<file path="src/dma_pkg.sv">
// Shared sizing constants and the register address view used by every block of the subsystem
package dma_pkg;

    // Width of one register word
    localparam int DATA_WIDTH = 20;

    // Width of a flat register address
    localparam int ADDR_WIDTH = 8;

    // The flat address splits into a channel field and a register field
    localparam int CHANNEL_BITS = 3;
    localparam int REG_BITS = 5;

    // Number of channel banks that are actually built
    localparam int N_CHANNELS = 4;

    // Cycles from a read address leaving the endpoint to valid collector data
    localparam int READ_LATENCY = 2;

    // Width of the endpoint counter that waits out the read pipeline
    localparam int READ_COUNT_BITS = $clog2(READ_LATENCY + 1);

    // One address word seen two ways.
    // The endpoint looks at the flat word to find the configuration register at 0,
    // while the banks and the collector look at the channel and register fields
    typedef union packed {
        logic [ADDR_WIDTH-1:0] flat;
        struct packed {
            logic [CHANNEL_BITS-1:0] channel;
            logic [REG_BITS-1:0]     register_index;
        } split;
    } dma_addr_u;

    // Channel 0 register 0 shares the flat address of the configuration register,
    // so that bank location can never be reached from outside

endpackage

</file>
<file path="src/channel_register_bank.sv">
// Register storage of one channel; instantiated once per channel by the subsystem top
`timescale 1ns/1ps

module channel_register_bank import dma_pkg::*; #(
    parameter int CHANNEL_INDEX = 0
) (
    input  logic                  clock,
    input  logic                  reset,
    input  logic                  bank_wr_en,
    input  logic [ADDR_WIDTH-1:0] bank_wr_addr,
    input  logic [DATA_WIDTH-1:0] bank_wr_data,
    input  logic [ADDR_WIDTH-1:0] bank_rd_addr,
    output logic [DATA_WIDTH-1:0] bank_rd_data
);

    logic [DATA_WIDTH-1:0] registers [2**REG_BITS];
    dma_addr_u             wr_addr;
    dma_addr_u             rd_addr;
    logic                  wr_hit;

    always_comb begin
        wr_addr.flat = bank_wr_addr;
        rd_addr.flat = bank_rd_addr;
    end

    // Every bank sees every write, only the one with the matching channel keeps it
    assign wr_hit = bank_wr_en && (wr_addr.split.channel == CHANNEL_BITS'(CHANNEL_INDEX));

    always_ff @(posedge clock) begin
        if (!reset) begin
            for (int i = 0; i < 2**REG_BITS; i++) begin
                registers[i] <= '0;
            end
        end else if (wr_hit) begin
            registers[wr_addr.split.register_index] <= bank_wr_data;
        end
    end

    // Read every cycle regardless of channel, the collector picks the right bank
    always_ff @(posedge clock) begin
        bank_rd_data <= registers[rd_addr.split.register_index];
    end

endmodule

</file>
<file path="src/dma_bus_port.sv">
// Processor bus slave; turns each four-phase req/ack transaction into one endpoint command
`timescale 1ns/1ps

module dma_bus_port import dma_pkg::*; (
    input  logic                  clock,
    input  logic                  reset,
    input  logic                  bus_req,
    input  logic                  bus_write,
    input  logic [ADDR_WIDTH-1:0] bus_addr,
    input  logic [DATA_WIDTH-1:0] bus_wdata,
    output logic                  bus_ack,
    output logic [DATA_WIDTH-1:0] bus_rdata,
    output logic                  cmd_valid,
    output logic                  cmd_write,
    output logic [ADDR_WIDTH-1:0] cmd_addr,
    output logic [DATA_WIDTH-1:0] cmd_wdata,
    input  logic                  cmd_done,
    input  logic [DATA_WIDTH-1:0] cmd_rdata
);

    enum logic [1:0] {
        idle,
        issue,
        wait_done,
        wait_release
    } state;

    // The command is offered for exactly one cycle, the endpoint keeps it pending
    assign cmd_valid = (state == issue);

    always_ff @(posedge clock) begin
        if (!reset) begin
            state   <= idle;
            bus_ack <= 1'b0;
        end else begin
            case (state)
                idle: begin
                    if (bus_req) begin
                        state <= issue;
                    end
                end
                issue: begin
                    state <= wait_done;
                end
                wait_done: begin
                    // Stream traffic may hold the command back for a while
                    if (cmd_done) begin
                        bus_ack <= 1'b1;
                        state   <= wait_release;
                    end
                end
                wait_release: begin
                    if (!bus_req) begin
                        bus_ack <= 1'b0;
                        state   <= idle;
                    end
                end
                default: begin
                    state <= idle;
                end
            endcase
        end
    end

    // The host keeps address and data stable while req is high, one capture is enough
    always_ff @(posedge clock) begin
        if (state == idle && bus_req) begin
            cmd_write <= bus_write;
            cmd_addr  <= bus_addr;
            cmd_wdata <= bus_wdata;
        end
        if (state == wait_done && cmd_done) begin
            bus_rdata <= cmd_rdata;
        end
    end

endmodule

</file>
<file path="src/dma_endpoint.sv">
// Arbitrates bus commands and DMA streams onto the channel banks and holds the channel count
`timescale 1ns/1ps

module dma_endpoint import dma_pkg::*; (
    input  logic                  clock,
    input  logic                  reset,
    input  logic                  cmd_valid,
    input  logic                  cmd_write,
    input  logic [ADDR_WIDTH-1:0] cmd_addr,
    input  logic [DATA_WIDTH-1:0] cmd_wdata,
    output logic                  cmd_done,
    output logic [DATA_WIDTH-1:0] cmd_rdata,
    input  logic                  stream_wr_valid,
    input  logic [ADDR_WIDTH-1:0] stream_wr_dest,
    input  logic [DATA_WIDTH-1:0] stream_wr_data,
    input  logic                  read_req_valid,
    input  logic [ADDR_WIDTH-1:0] read_req_addr,
    output logic                  read_req_ready,
    output logic                  read_resp_valid,
    output logic [DATA_WIDTH-1:0] read_resp_data,
    input  logic                  read_resp_ready,
    output logic                  bank_wr_en,
    output logic [ADDR_WIDTH-1:0] bank_wr_addr,
    output logic [DATA_WIDTH-1:0] bank_wr_data,
    output logic [ADDR_WIDTH-1:0] bank_rd_addr,
    input  logic [DATA_WIDTH-1:0] collected_data,
    output logic [CHANNEL_BITS:0] active_channels
);

    enum logic [1:0] {
        rd_idle,
        bus_wait,
        stream_wait,
        respond
    } rd_state;

    logic                       bus_pending;
    logic                       bus_wr_go;
    logic                       bus_rd_go;
    logic                       wr_go;
    dma_addr_u                  wr_addr;
    logic [DATA_WIDTH-1:0]      wr_data;
    dma_addr_u                  rd_addr;
    logic [READ_COUNT_BITS-1:0] rd_count;
    logic                       rd_count_done;
    logic                       rd_fixed;
    logic [DATA_WIDTH-1:0]      rd_fixed_data;
    logic [DATA_WIDTH-1:0]      rd_word;

    // True when the address lands in a bank of an active channel
    function automatic logic bank_hit(input dma_addr_u addr, input logic [CHANNEL_BITS:0] limit);
        return (addr.flat != '0) && ({1'b0, addr.split.channel} < limit);
    endfunction

    // Stream writes win the write port, a pending bus write waits for a free cycle
    assign bus_wr_go = bus_pending && cmd_write && !stream_wr_valid;
    assign bus_rd_go = bus_pending && !cmd_write && !read_req_valid && rd_state == rd_idle;
    assign wr_go     = stream_wr_valid || bus_wr_go;

    always_comb begin
        wr_addr.flat = stream_wr_valid ? stream_wr_dest : cmd_addr;
        wr_data      = stream_wr_valid ? stream_wr_data : cmd_wdata;
        rd_addr.flat = read_req_valid ? read_req_addr : cmd_addr;
    end

    assign read_req_ready = (rd_state == rd_idle);
    assign rd_count_done  = (rd_count == READ_COUNT_BITS'(READ_LATENCY));
    assign rd_word        = rd_fixed ? rd_fixed_data : collected_data;

    always_ff @(posedge clock) begin
        if (!reset) begin
            bus_pending     <= 1'b0;
            cmd_done        <= 1'b0;
            bank_wr_en      <= 1'b0;
            active_channels <= (CHANNEL_BITS + 1)'(N_CHANNELS);
            rd_state        <= rd_idle;
            rd_count        <= '0;
            read_resp_valid <= 1'b0;
            bank_rd_addr    <= '0;
        end else begin
            cmd_done   <= 1'b0;
            bank_wr_en <= 1'b0;
            if (cmd_valid) begin
                bus_pending <= 1'b1;
            end
            if (wr_go) begin
                if (wr_addr.flat == '0) begin
                    active_channels <= wr_data[CHANNEL_BITS:0];
                end else if (bank_hit(wr_addr, active_channels)) begin
                    bank_wr_en <= 1'b1;
                end
            end
            if (bus_wr_go) begin
                cmd_done    <= 1'b1;
                bus_pending <= 1'b0;
            end
            case (rd_state)
                rd_idle: begin
                    if (read_req_valid || bus_rd_go) begin
                        bank_rd_addr <= rd_addr.flat;
                        rd_count     <= '0;
                        rd_state     <= read_req_valid ? stream_wait : bus_wait;
                    end
                end
                bus_wait: begin
                    if (rd_count_done) begin
                        cmd_done    <= 1'b1;
                        bus_pending <= 1'b0;
                        rd_state    <= rd_idle;
                    end else begin
                        rd_count <= rd_count + 1'b1;
                    end
                end
                stream_wait: begin
                    if (rd_count_done) begin
                        read_resp_valid <= 1'b1;
                        rd_state        <= respond;
                    end else begin
                        rd_count <= rd_count + 1'b1;
                    end
                end
                respond: begin
                    // Held until the consumer takes it
                    if (read_resp_ready) begin
                        read_resp_valid <= 1'b0;
                        rd_state        <= rd_idle;
                    end
                end
                default: begin
                    rd_state <= rd_idle;
                end
            endcase
        end
    end

    always_ff @(posedge clock) begin
        if (wr_go) begin
            bank_wr_addr <= wr_addr.flat;
            bank_wr_data <= wr_data;
        end
        // Config reads and inactive channels bypass the bank data
        if (rd_state == rd_idle) begin
            rd_fixed      <= !bank_hit(rd_addr, active_channels);
            rd_fixed_data <= (rd_addr.flat == '0) ? DATA_WIDTH'(active_channels) : '0;
        end
        if (rd_state == bus_wait && rd_count_done) begin
            cmd_rdata <= rd_word;
        end
        if (rd_state == stream_wait && rd_count_done) begin
            read_resp_data <= rd_word;
        end
    end

endmodule

</file>
<file path="src/dma_subsystem.sv">
// Top of the register access subsystem; wires the bus port, endpoint, channel banks and collector
`timescale 1ns/1ps

module dma_subsystem import dma_pkg::*; (
    input  logic                  clock,
    input  logic                  reset,
    input  logic                  bus_req,
    input  logic                  bus_write,
    input  logic [ADDR_WIDTH-1:0] bus_addr,
    input  logic [DATA_WIDTH-1:0] bus_wdata,
    output logic                  bus_ack,
    output logic [DATA_WIDTH-1:0] bus_rdata,
    input  logic                  stream_wr_valid,
    input  logic [ADDR_WIDTH-1:0] stream_wr_dest,
    input  logic [DATA_WIDTH-1:0] stream_wr_data,
    input  logic                  read_req_valid,
    input  logic [ADDR_WIDTH-1:0] read_req_addr,
    output logic                  read_req_ready,
    output logic                  read_resp_valid,
    output logic [DATA_WIDTH-1:0] read_resp_data,
    input  logic                  read_resp_ready,
    output logic [CHANNEL_BITS:0] active_channels
);

    logic                  cmd_valid;
    logic                  cmd_write;
    logic [ADDR_WIDTH-1:0] cmd_addr;
    logic [DATA_WIDTH-1:0] cmd_wdata;
    logic                  cmd_done;
    logic [DATA_WIDTH-1:0] cmd_rdata;
    logic                  bank_wr_en;
    logic [ADDR_WIDTH-1:0] bank_wr_addr;
    logic [DATA_WIDTH-1:0] bank_wr_data;
    logic [ADDR_WIDTH-1:0] bank_rd_addr;
    logic [DATA_WIDTH-1:0] bank_rd_data [N_CHANNELS];
    logic [DATA_WIDTH-1:0] collected_data;

    dma_bus_port bus_port_i (
        .clock     (clock),
        .reset     (reset),
        .bus_req   (bus_req),
        .bus_write (bus_write),
        .bus_addr  (bus_addr),
        .bus_wdata (bus_wdata),
        .bus_ack   (bus_ack),
        .bus_rdata (bus_rdata),
        .cmd_valid (cmd_valid),
        .cmd_write (cmd_write),
        .cmd_addr  (cmd_addr),
        .cmd_wdata (cmd_wdata),
        .cmd_done  (cmd_done),
        .cmd_rdata (cmd_rdata)
    );

    dma_endpoint endpoint_i (
        .clock           (clock),
        .reset           (reset),
        .cmd_valid       (cmd_valid),
        .cmd_write       (cmd_write),
        .cmd_addr        (cmd_addr),
        .cmd_wdata       (cmd_wdata),
        .cmd_done        (cmd_done),
        .cmd_rdata       (cmd_rdata),
        .stream_wr_valid (stream_wr_valid),
        .stream_wr_dest  (stream_wr_dest),
        .stream_wr_data  (stream_wr_data),
        .read_req_valid  (read_req_valid),
        .read_req_addr   (read_req_addr),
        .read_req_ready  (read_req_ready),
        .read_resp_valid (read_resp_valid),
        .read_resp_data  (read_resp_data),
        .read_resp_ready (read_resp_ready),
        .bank_wr_en      (bank_wr_en),
        .bank_wr_addr    (bank_wr_addr),
        .bank_wr_data    (bank_wr_data),
        .bank_rd_addr    (bank_rd_addr),
        .collected_data  (collected_data),
        .active_channels (active_channels)
    );

    // One bank per channel, each one knows its own channel number
    for (genvar i = 0; i < N_CHANNELS; i++) begin : g_bank
        channel_register_bank #(
            .CHANNEL_INDEX (i)
        ) bank_i (
            .clock        (clock),
            .reset        (reset),
            .bank_wr_en   (bank_wr_en),
            .bank_wr_addr (bank_wr_addr),
            .bank_wr_data (bank_wr_data),
            .bank_rd_addr (bank_rd_addr),
            .bank_rd_data (bank_rd_data[i])
        );
    end

    read_collector collector_i (
        .clock          (clock),
        .reset          (reset),
        .bank_rd_addr   (bank_rd_addr),
        .bank_rd_data   (bank_rd_data),
        .collected_data (collected_data)
    );

endmodule

</file>
<file path="src/read_collector.sv">
// Picks the addressed bank's read word and registers it for the endpoint
`timescale 1ns/1ps

module read_collector import dma_pkg::*; (
    input  logic                  clock,
    input  logic                  reset,
    input  logic [ADDR_WIDTH-1:0] bank_rd_addr,
    input  logic [DATA_WIDTH-1:0] bank_rd_data [N_CHANNELS],
    output logic [DATA_WIDTH-1:0] collected_data
);

    dma_addr_u               rd_addr;
    logic [CHANNEL_BITS-1:0] channel_q;
    logic [DATA_WIDTH-1:0]   selected;

    assign rd_addr.flat = bank_rd_addr;

    // Channel numbers with no bank behind them fall through to zero
    always_comb begin
        selected = '0;
        for (int i = 0; i < N_CHANNELS; i++) begin
            if (channel_q == CHANNEL_BITS'(i)) begin
                selected = bank_rd_data[i];
            end
        end
    end

    always_ff @(posedge clock) begin
        if (!reset) begin
            channel_q      <= '0;
            collected_data <= '0;
        end else begin
            // Delayed one cycle so it matches the registered bank output
            channel_q      <= rd_addr.split.channel;
            collected_data <= selected;
        end
    end

endmodule

</file>
<file path="config.mk">
export PLATFORM = sky130hd
export DESIGN_NAME = dma_subsystem
export DESIGN_NICKNAME = d
export VERILOG_FILES = /design/src/dma_pkg.sv /design/src/channel_register_bank.sv /design/src/dma_bus_port.sv /design/src/dma_endpoint.sv /design/src/dma_subsystem.sv /design/src/read_collector.sv
export SDC_FILE = /design/constraint.sdc
export NUM_CORES = 2
export LEC_CHECK = 0
export BUFFER_PORTS_ARGS = -buffer_cell sky130_fd_sc_hd__buf_4
export CORE_AREA = 4 4 759 573
export CTS_CLUSTER_DIAMETER = 120
export DETAILED_ROUTE_END_ITERATION = 7
export DIE_AREA = 0 0 763 577
export GPL_TIMING_DRIVEN = 1
export PLACE_DENSITY = 0.53
export SKIP_LAST_GASP = 1
export SLEW_MARGIN = 25
export SYNTH_ARGS = -nofsm -noshare
export SYNTH_HDL_FRONTEND = slang
export SYNTH_HIERARCHICAL = 1
export SYNTH_SLANG_ARGS = --single-unit
</file>
<file path="constraint.sdc">
create_clock -name clock -period 3.1 [get_ports clock]
set_clock_uncertainty 0.05 [all_clocks]
set_input_delay 0.775 -clock clock [delete_from_list [all_inputs] [get_ports clock]]
set_output_delay 0.775 -clock clock [all_outputs]
set_load 0.01 [all_outputs]
</file>
# Yosys cells after proc, flatten, opt, wreduce, memory -nomap -nowiden
# Memories as Yosys holds them, arrays and structs flattened. A register that Yosys moved wholly into a read port is not among the register bits.
# Cells that the tools add are included.
# W data, S select, Z words.
# classes
add_sub_neg,1
order_cmp,2
eq_ne,21
n_mux,60
bitwise_logic,2
n_reduce_logical,45
# ops
op,n
$mux W20,10
$reduce_or A20 Y1,4
$mux W1,29
$mux W2,10
$mux W5,4
$logic_not A8 Y1,2
$mux W8,2
$pmux W2 S4,2
$reduce_bool A8 Y1,2
$logic_and A1 B1 Y1,15
$eq A3 B2 Y1 const B,4
$reduce_and A3 Y1,4
$eq A2 B2 Y1 const B,5
$lt A3 B4 Y1,2
$ne A2 B1 Y1 const B,4
$ne A2 B2 Y1 const B,4
$eq A3 B1 Y1 const B,2
$logic_not A3 Y1,2
$reduce_bool A2 Y1,3
$eq A2 B1 Y1 const B,2
$logic_not A1 Y1,4
$logic_not A2 Y1,2
$pmux W1 S2,2
$pmux W2 S2,1
7 further kinds,10
# word_totals
reg_bits,184
ramBits,2560
output_inout_bits,47
word_cells,158
mem_count,4
# memory_table
name,depth,width,rd,rd_ports_with_merged_regs,wr,line,source
g_bank[0].bank_i.registers,32,20,1,1,32,channel_register_bank.sv:16,logic [DATA_WIDTH-1:0] registers [2**REG_BITS];
g_bank[1].bank_i.registers,32,20,1,1,32,channel_register_bank.sv:16,
g_bank[2].bank_i.registers,32,20,1,1,32,channel_register_bank.sv:16,
g_bank[3].bank_i.registers,32,20,1,1,32,channel_register_bank.sv:16,

# Longest topological paths before layout
# depth
ltp_word,7
ltp_mapped,8
ltp_nobuf,6

# By module
# The synthesis kept the hierarchy.
# by_module_without_submodules
module,n_inst,cells_each,area_per_inst_um2,seq_area_each_um2
channel_register_bank at g_bank[1].bank_i ...,2,2224,30163.9,19618.8
channel_register_bank at g_bank[3].bank_i,1,2222,30276.5,19618.8
channel_register_bank at g_bank[0].bank_i,1,2223,30187.7,19618.8
dma_endpoint,1,265,3960.0,2592.5
dma_bus_port,1,75,1701.6,1531.5
read_collector,1,119,1382.6,460.4

# Least setup slack after synthesis
# OpenSTA, ideal clock, no wires.
# synth_timing
kind,input-to-reg
startpoint,in reset
endpoint,mem g_bank[1].bank_i.registers[6][0] (enable)
t_arrival_ps,2842
required_ps,2625
path_slack_ps,-217
path_stages,4
cell_sequence,nand3_1 or3_1 buf_4 o21ai_0
# synth_lines
element,line,source
from (decl),dma_subsystem.sv:6,"input logic reset,"
to (decl),channel_register_bank.sv:16,

==> summary.txt <==
Final Hold Viols - 0
I/O Buffers - 117
outcome - completed
die width - 763 um
Hold Path Stages - 2
Initial DRC Count - 8336
ranking of synthesized cells by area - edfxtp_1 (63%), and2_1 (13%), mux2i_1 (10%), dfxtp_1 (2.0%), a22oi_1 (1.9%)
Hold Crit Class - in -> reg
H-tree Lvls - 5
syn_area_per_cell - 13.7 um2
initial antenna violation count - 25
Initial Util - 29.9%
ANT nets after route - 0
crit start category - flip-flop
Final GP Congestion - 0.852
leading area contributor after synthesis - edfxtp_1
CP Class - reg -> reg
Final period util - 98.0%
Pwr Density - 738 nW/um2
power consumption - 110 mW
DPL Wire Length - 243000 um
most used flip-flop cell after synthesis - edfxtp_1
grt total ovfl - 0
DRC - 0
core area - 427000 um2
Synth Register Bits - 2808
Yosys warnings - 6
FF-to-FF path depth - 6
CTS tree - yes
final worst slack - 63.2 ps
P_leak - 53.6 nW
total die area - 440000 um2
TritonCTS Buffers - 310
slew margin rel. - 7.85%
Peak Freq - 0.329 GHz
largest net degree at the start of global routing - 129
RSZ-0062 raised after global routing - no
WHS Endpoint - endpoint_i/bank_wr_data[5]
first-pass GRT wire length - 553000 um
Root Driver - clkbuf_16
worst-skew pair later-pin latency - 920 ps
vias in the first global route - 74700
fillcell total - 40900
Die Ht - 577 um
most frequent cells in the layout - edfxtp_1 (2682), and2_1 (2568), mux2i_1 (1292)
Least-Margin Pin Slew - 1380 ps
Critical Path Fanout Max - 44
clock sinks - 2808
DR vias/cell - 4.91
number of enable flip-flop cells after synthesis - 2682
R2R Path Start - endpoint_i/bank_rd_addr[1]
share of layout cells above drive strength 1 - 14.4%
critical path arrival - 3690 ps
std cell rows - 208
number of max-cap violations - 0
Mapped Area - 128000 um2
Final setup viols - 0
commonest non-fill, non-tap cell in the layout - edfxtp_1
vias - 75800
CTS max path bufs - 4
Netlist cell types - 72
Worst Path Required - 3750 ps
per-cell routed wire length - 25.4 um
# nets final - 9569
Slew Viols, Final - 0
Final min period - 3040 ps
setup slack, reg-to-reg - 60 ps
clk slew on worst S/H paths - 60 ps
Synth top area share - 63.0%
R2R Path End - g_bank[3].bank_i/bank_rd_data[12]
P&R area growth vs syn - 16.6%
Peak supply drop - 0.461 mV
syn nets - 9437
DP Worst Slack - 78.1 ps
DRT Pass-1 Iters - 5
# IOs - 118
Setup crit end kind - flip-flop
Async SR Flop Fraction - 0%
sequential cell area fraction in the yosys report - 65.0%
GRT Util Overall - 17.2%
Setup TNS - 0 ps
drt total wl - 392000 um
Syn Inst Count - 9352
hold path startpoint - stream_wr_data[5]
post-CTS setup buffers - 0
[registers in the layout, summed over array words and instances (netlist names)]
signal and count:
endpoint_i/active_channels 4, endpoint_i/rd_fixed 1, endpoint_i/read_resp_data 20, endpoint_i/rd_count 2, collector_i/collected_data 20, endpoint_i/cmd_done 1
endpoint_i/rd_fixed_data 4, endpoint_i/bank_wr_data 20, g_bank.bank_i/bank_rd_data 80, g_bank.bank_i/registers 2560, endpoint_i/bank_wr_en 1, endpoint_i/cmd_rdata 20
bus_port_i/cmd_addr 8, bus_port_i/cmd_write 1, endpoint_i/read_resp_valid 1, endpoint_i/bank_wr_addr 8, collector_i/channel_q 3, bus_port_i/bus_rdata 20
endpoint_i/bank_rd_addr 8, endpoint_i/bus_pending 1, bus_port_i/state 2, bus_port_i/bus_ack 1, endpoint_i/rd_state 2, bus_port_i/cmd_wdata 20
[cell type report]
type | count | area [um2] | area share, %
Sequential cell | 2808 | 83100 | 55.7
Clock buffer | 393 | 8400 | 5.64
Clock inverter | 171 | 1640 | 1.10
Tap cell | 5670 | 7090 | 4.76
Inverter | 14 | 52.6 | 0.0353
Timing Repair Buffer | 705 | 7770 | 5.21
Antenna cell | 29 | 72.6 | 0.0487
Multi-Input combinational cell | 5645 | 41000 | 27.5
[power breakdown]
| group | switching (mW) | total, mW | internal, mW |
|---|---|---|---|
| Combinational | 19.0 | 28.3 | 9.29 |
| Clock | 15.4 | 36.9 | 21.5 |
| Sequential | 1.21 | 44.8 | 43.6 |
| Total | 35.6 | 110 | 74.5 |
[routing by layer]
layer / routed length [um] / part of all wire [%] / GRT usage [%]
met5: 27 / 0.0069 / 0
met4: 11200 / 2.9 / 4.73
met3: 27300 / 7.0 / 2.69
met2: 176000 / 45 / 26.6
met1: 178000 / 45 / 25.0
[Yosys cell counts (114+ instances only)]
cell type and number:
buf_2 230, nand2_1 189, a22o_1 160, nor3_1 114
edfxtp_1 2682, nand3_1 166, clkbuf_1 451, a21oi_1 166
a22oi_1 320, and2_1 2574, mux2i_1 1292, dfxtp_1 126
[cell families after synthesis]
family          Yosys count  synth area share, %
mux                    1346                 10.7
buf+inv                 899                 3.39
fa+ha+maj                14                0.137
simple gates           3420                 16.1
compound gates          865                 4.72
flops                  2808                 65.0
[critical path, stage by stage, from the launching register on]
cell and delay [ps]:
dfxtp_4 450, buf_12 220, buf_12 300, mux2i_1 430
a22oi_1 220, a31oi_1 790, nand3_1 290
[worst max-delay path by stage]
stage | from | endpoint | slack (ps) | cells past startpoint
floorplan | reset | g_bank[1].bank_i/registers[6][0] | -220 | 4
global route | endpoint_i/bank_rd_addr[1] | g_bank[3].bank_i/bank_rd_data[13] | 100 | 6
global placement | reset | g_bank[3].bank_i/registers[0][5] | 4 | 5
CTS | endpoint_i/bank_rd_addr[1] | g_bank[3].bank_i/bank_rd_data[13] | 160 | 6
detailed placement | reset | g_bank[3].bank_i/registers[22][15] | 80 | 6
finish | endpoint_i/bank_rd_addr[1] | g_bank[3].bank_i/bank_rd_data[12] | 60 | 6
[through the flow]
step | utilization [%] | instances | cell area (um2) | hold slack [ps]
3_3_place_gp | 32.4 | 14800 | 139000 | 355
3_5_place_dp | 32.5 | 14800 | 139000 | 355
2_1_floorplan | - | 9352 | 128000 | 350
6_report | 34.9 | 15400 | 149000 | 110
5_1_grt | 34.9 | 15400 | 149000 | 73.5
4_1_cts | 34.9 | 15400 | 149000 | 41.0
[what timing repair did]
action | in CTS | in global routing
endpoints found under the hold margin | 29 | 0
gates resized for setup | 0 | 1
endpoints found under the setup margin | 0 | 1
hold buffers | 29 | 0
Note: power is estimated with default switching activity, not from simulation.
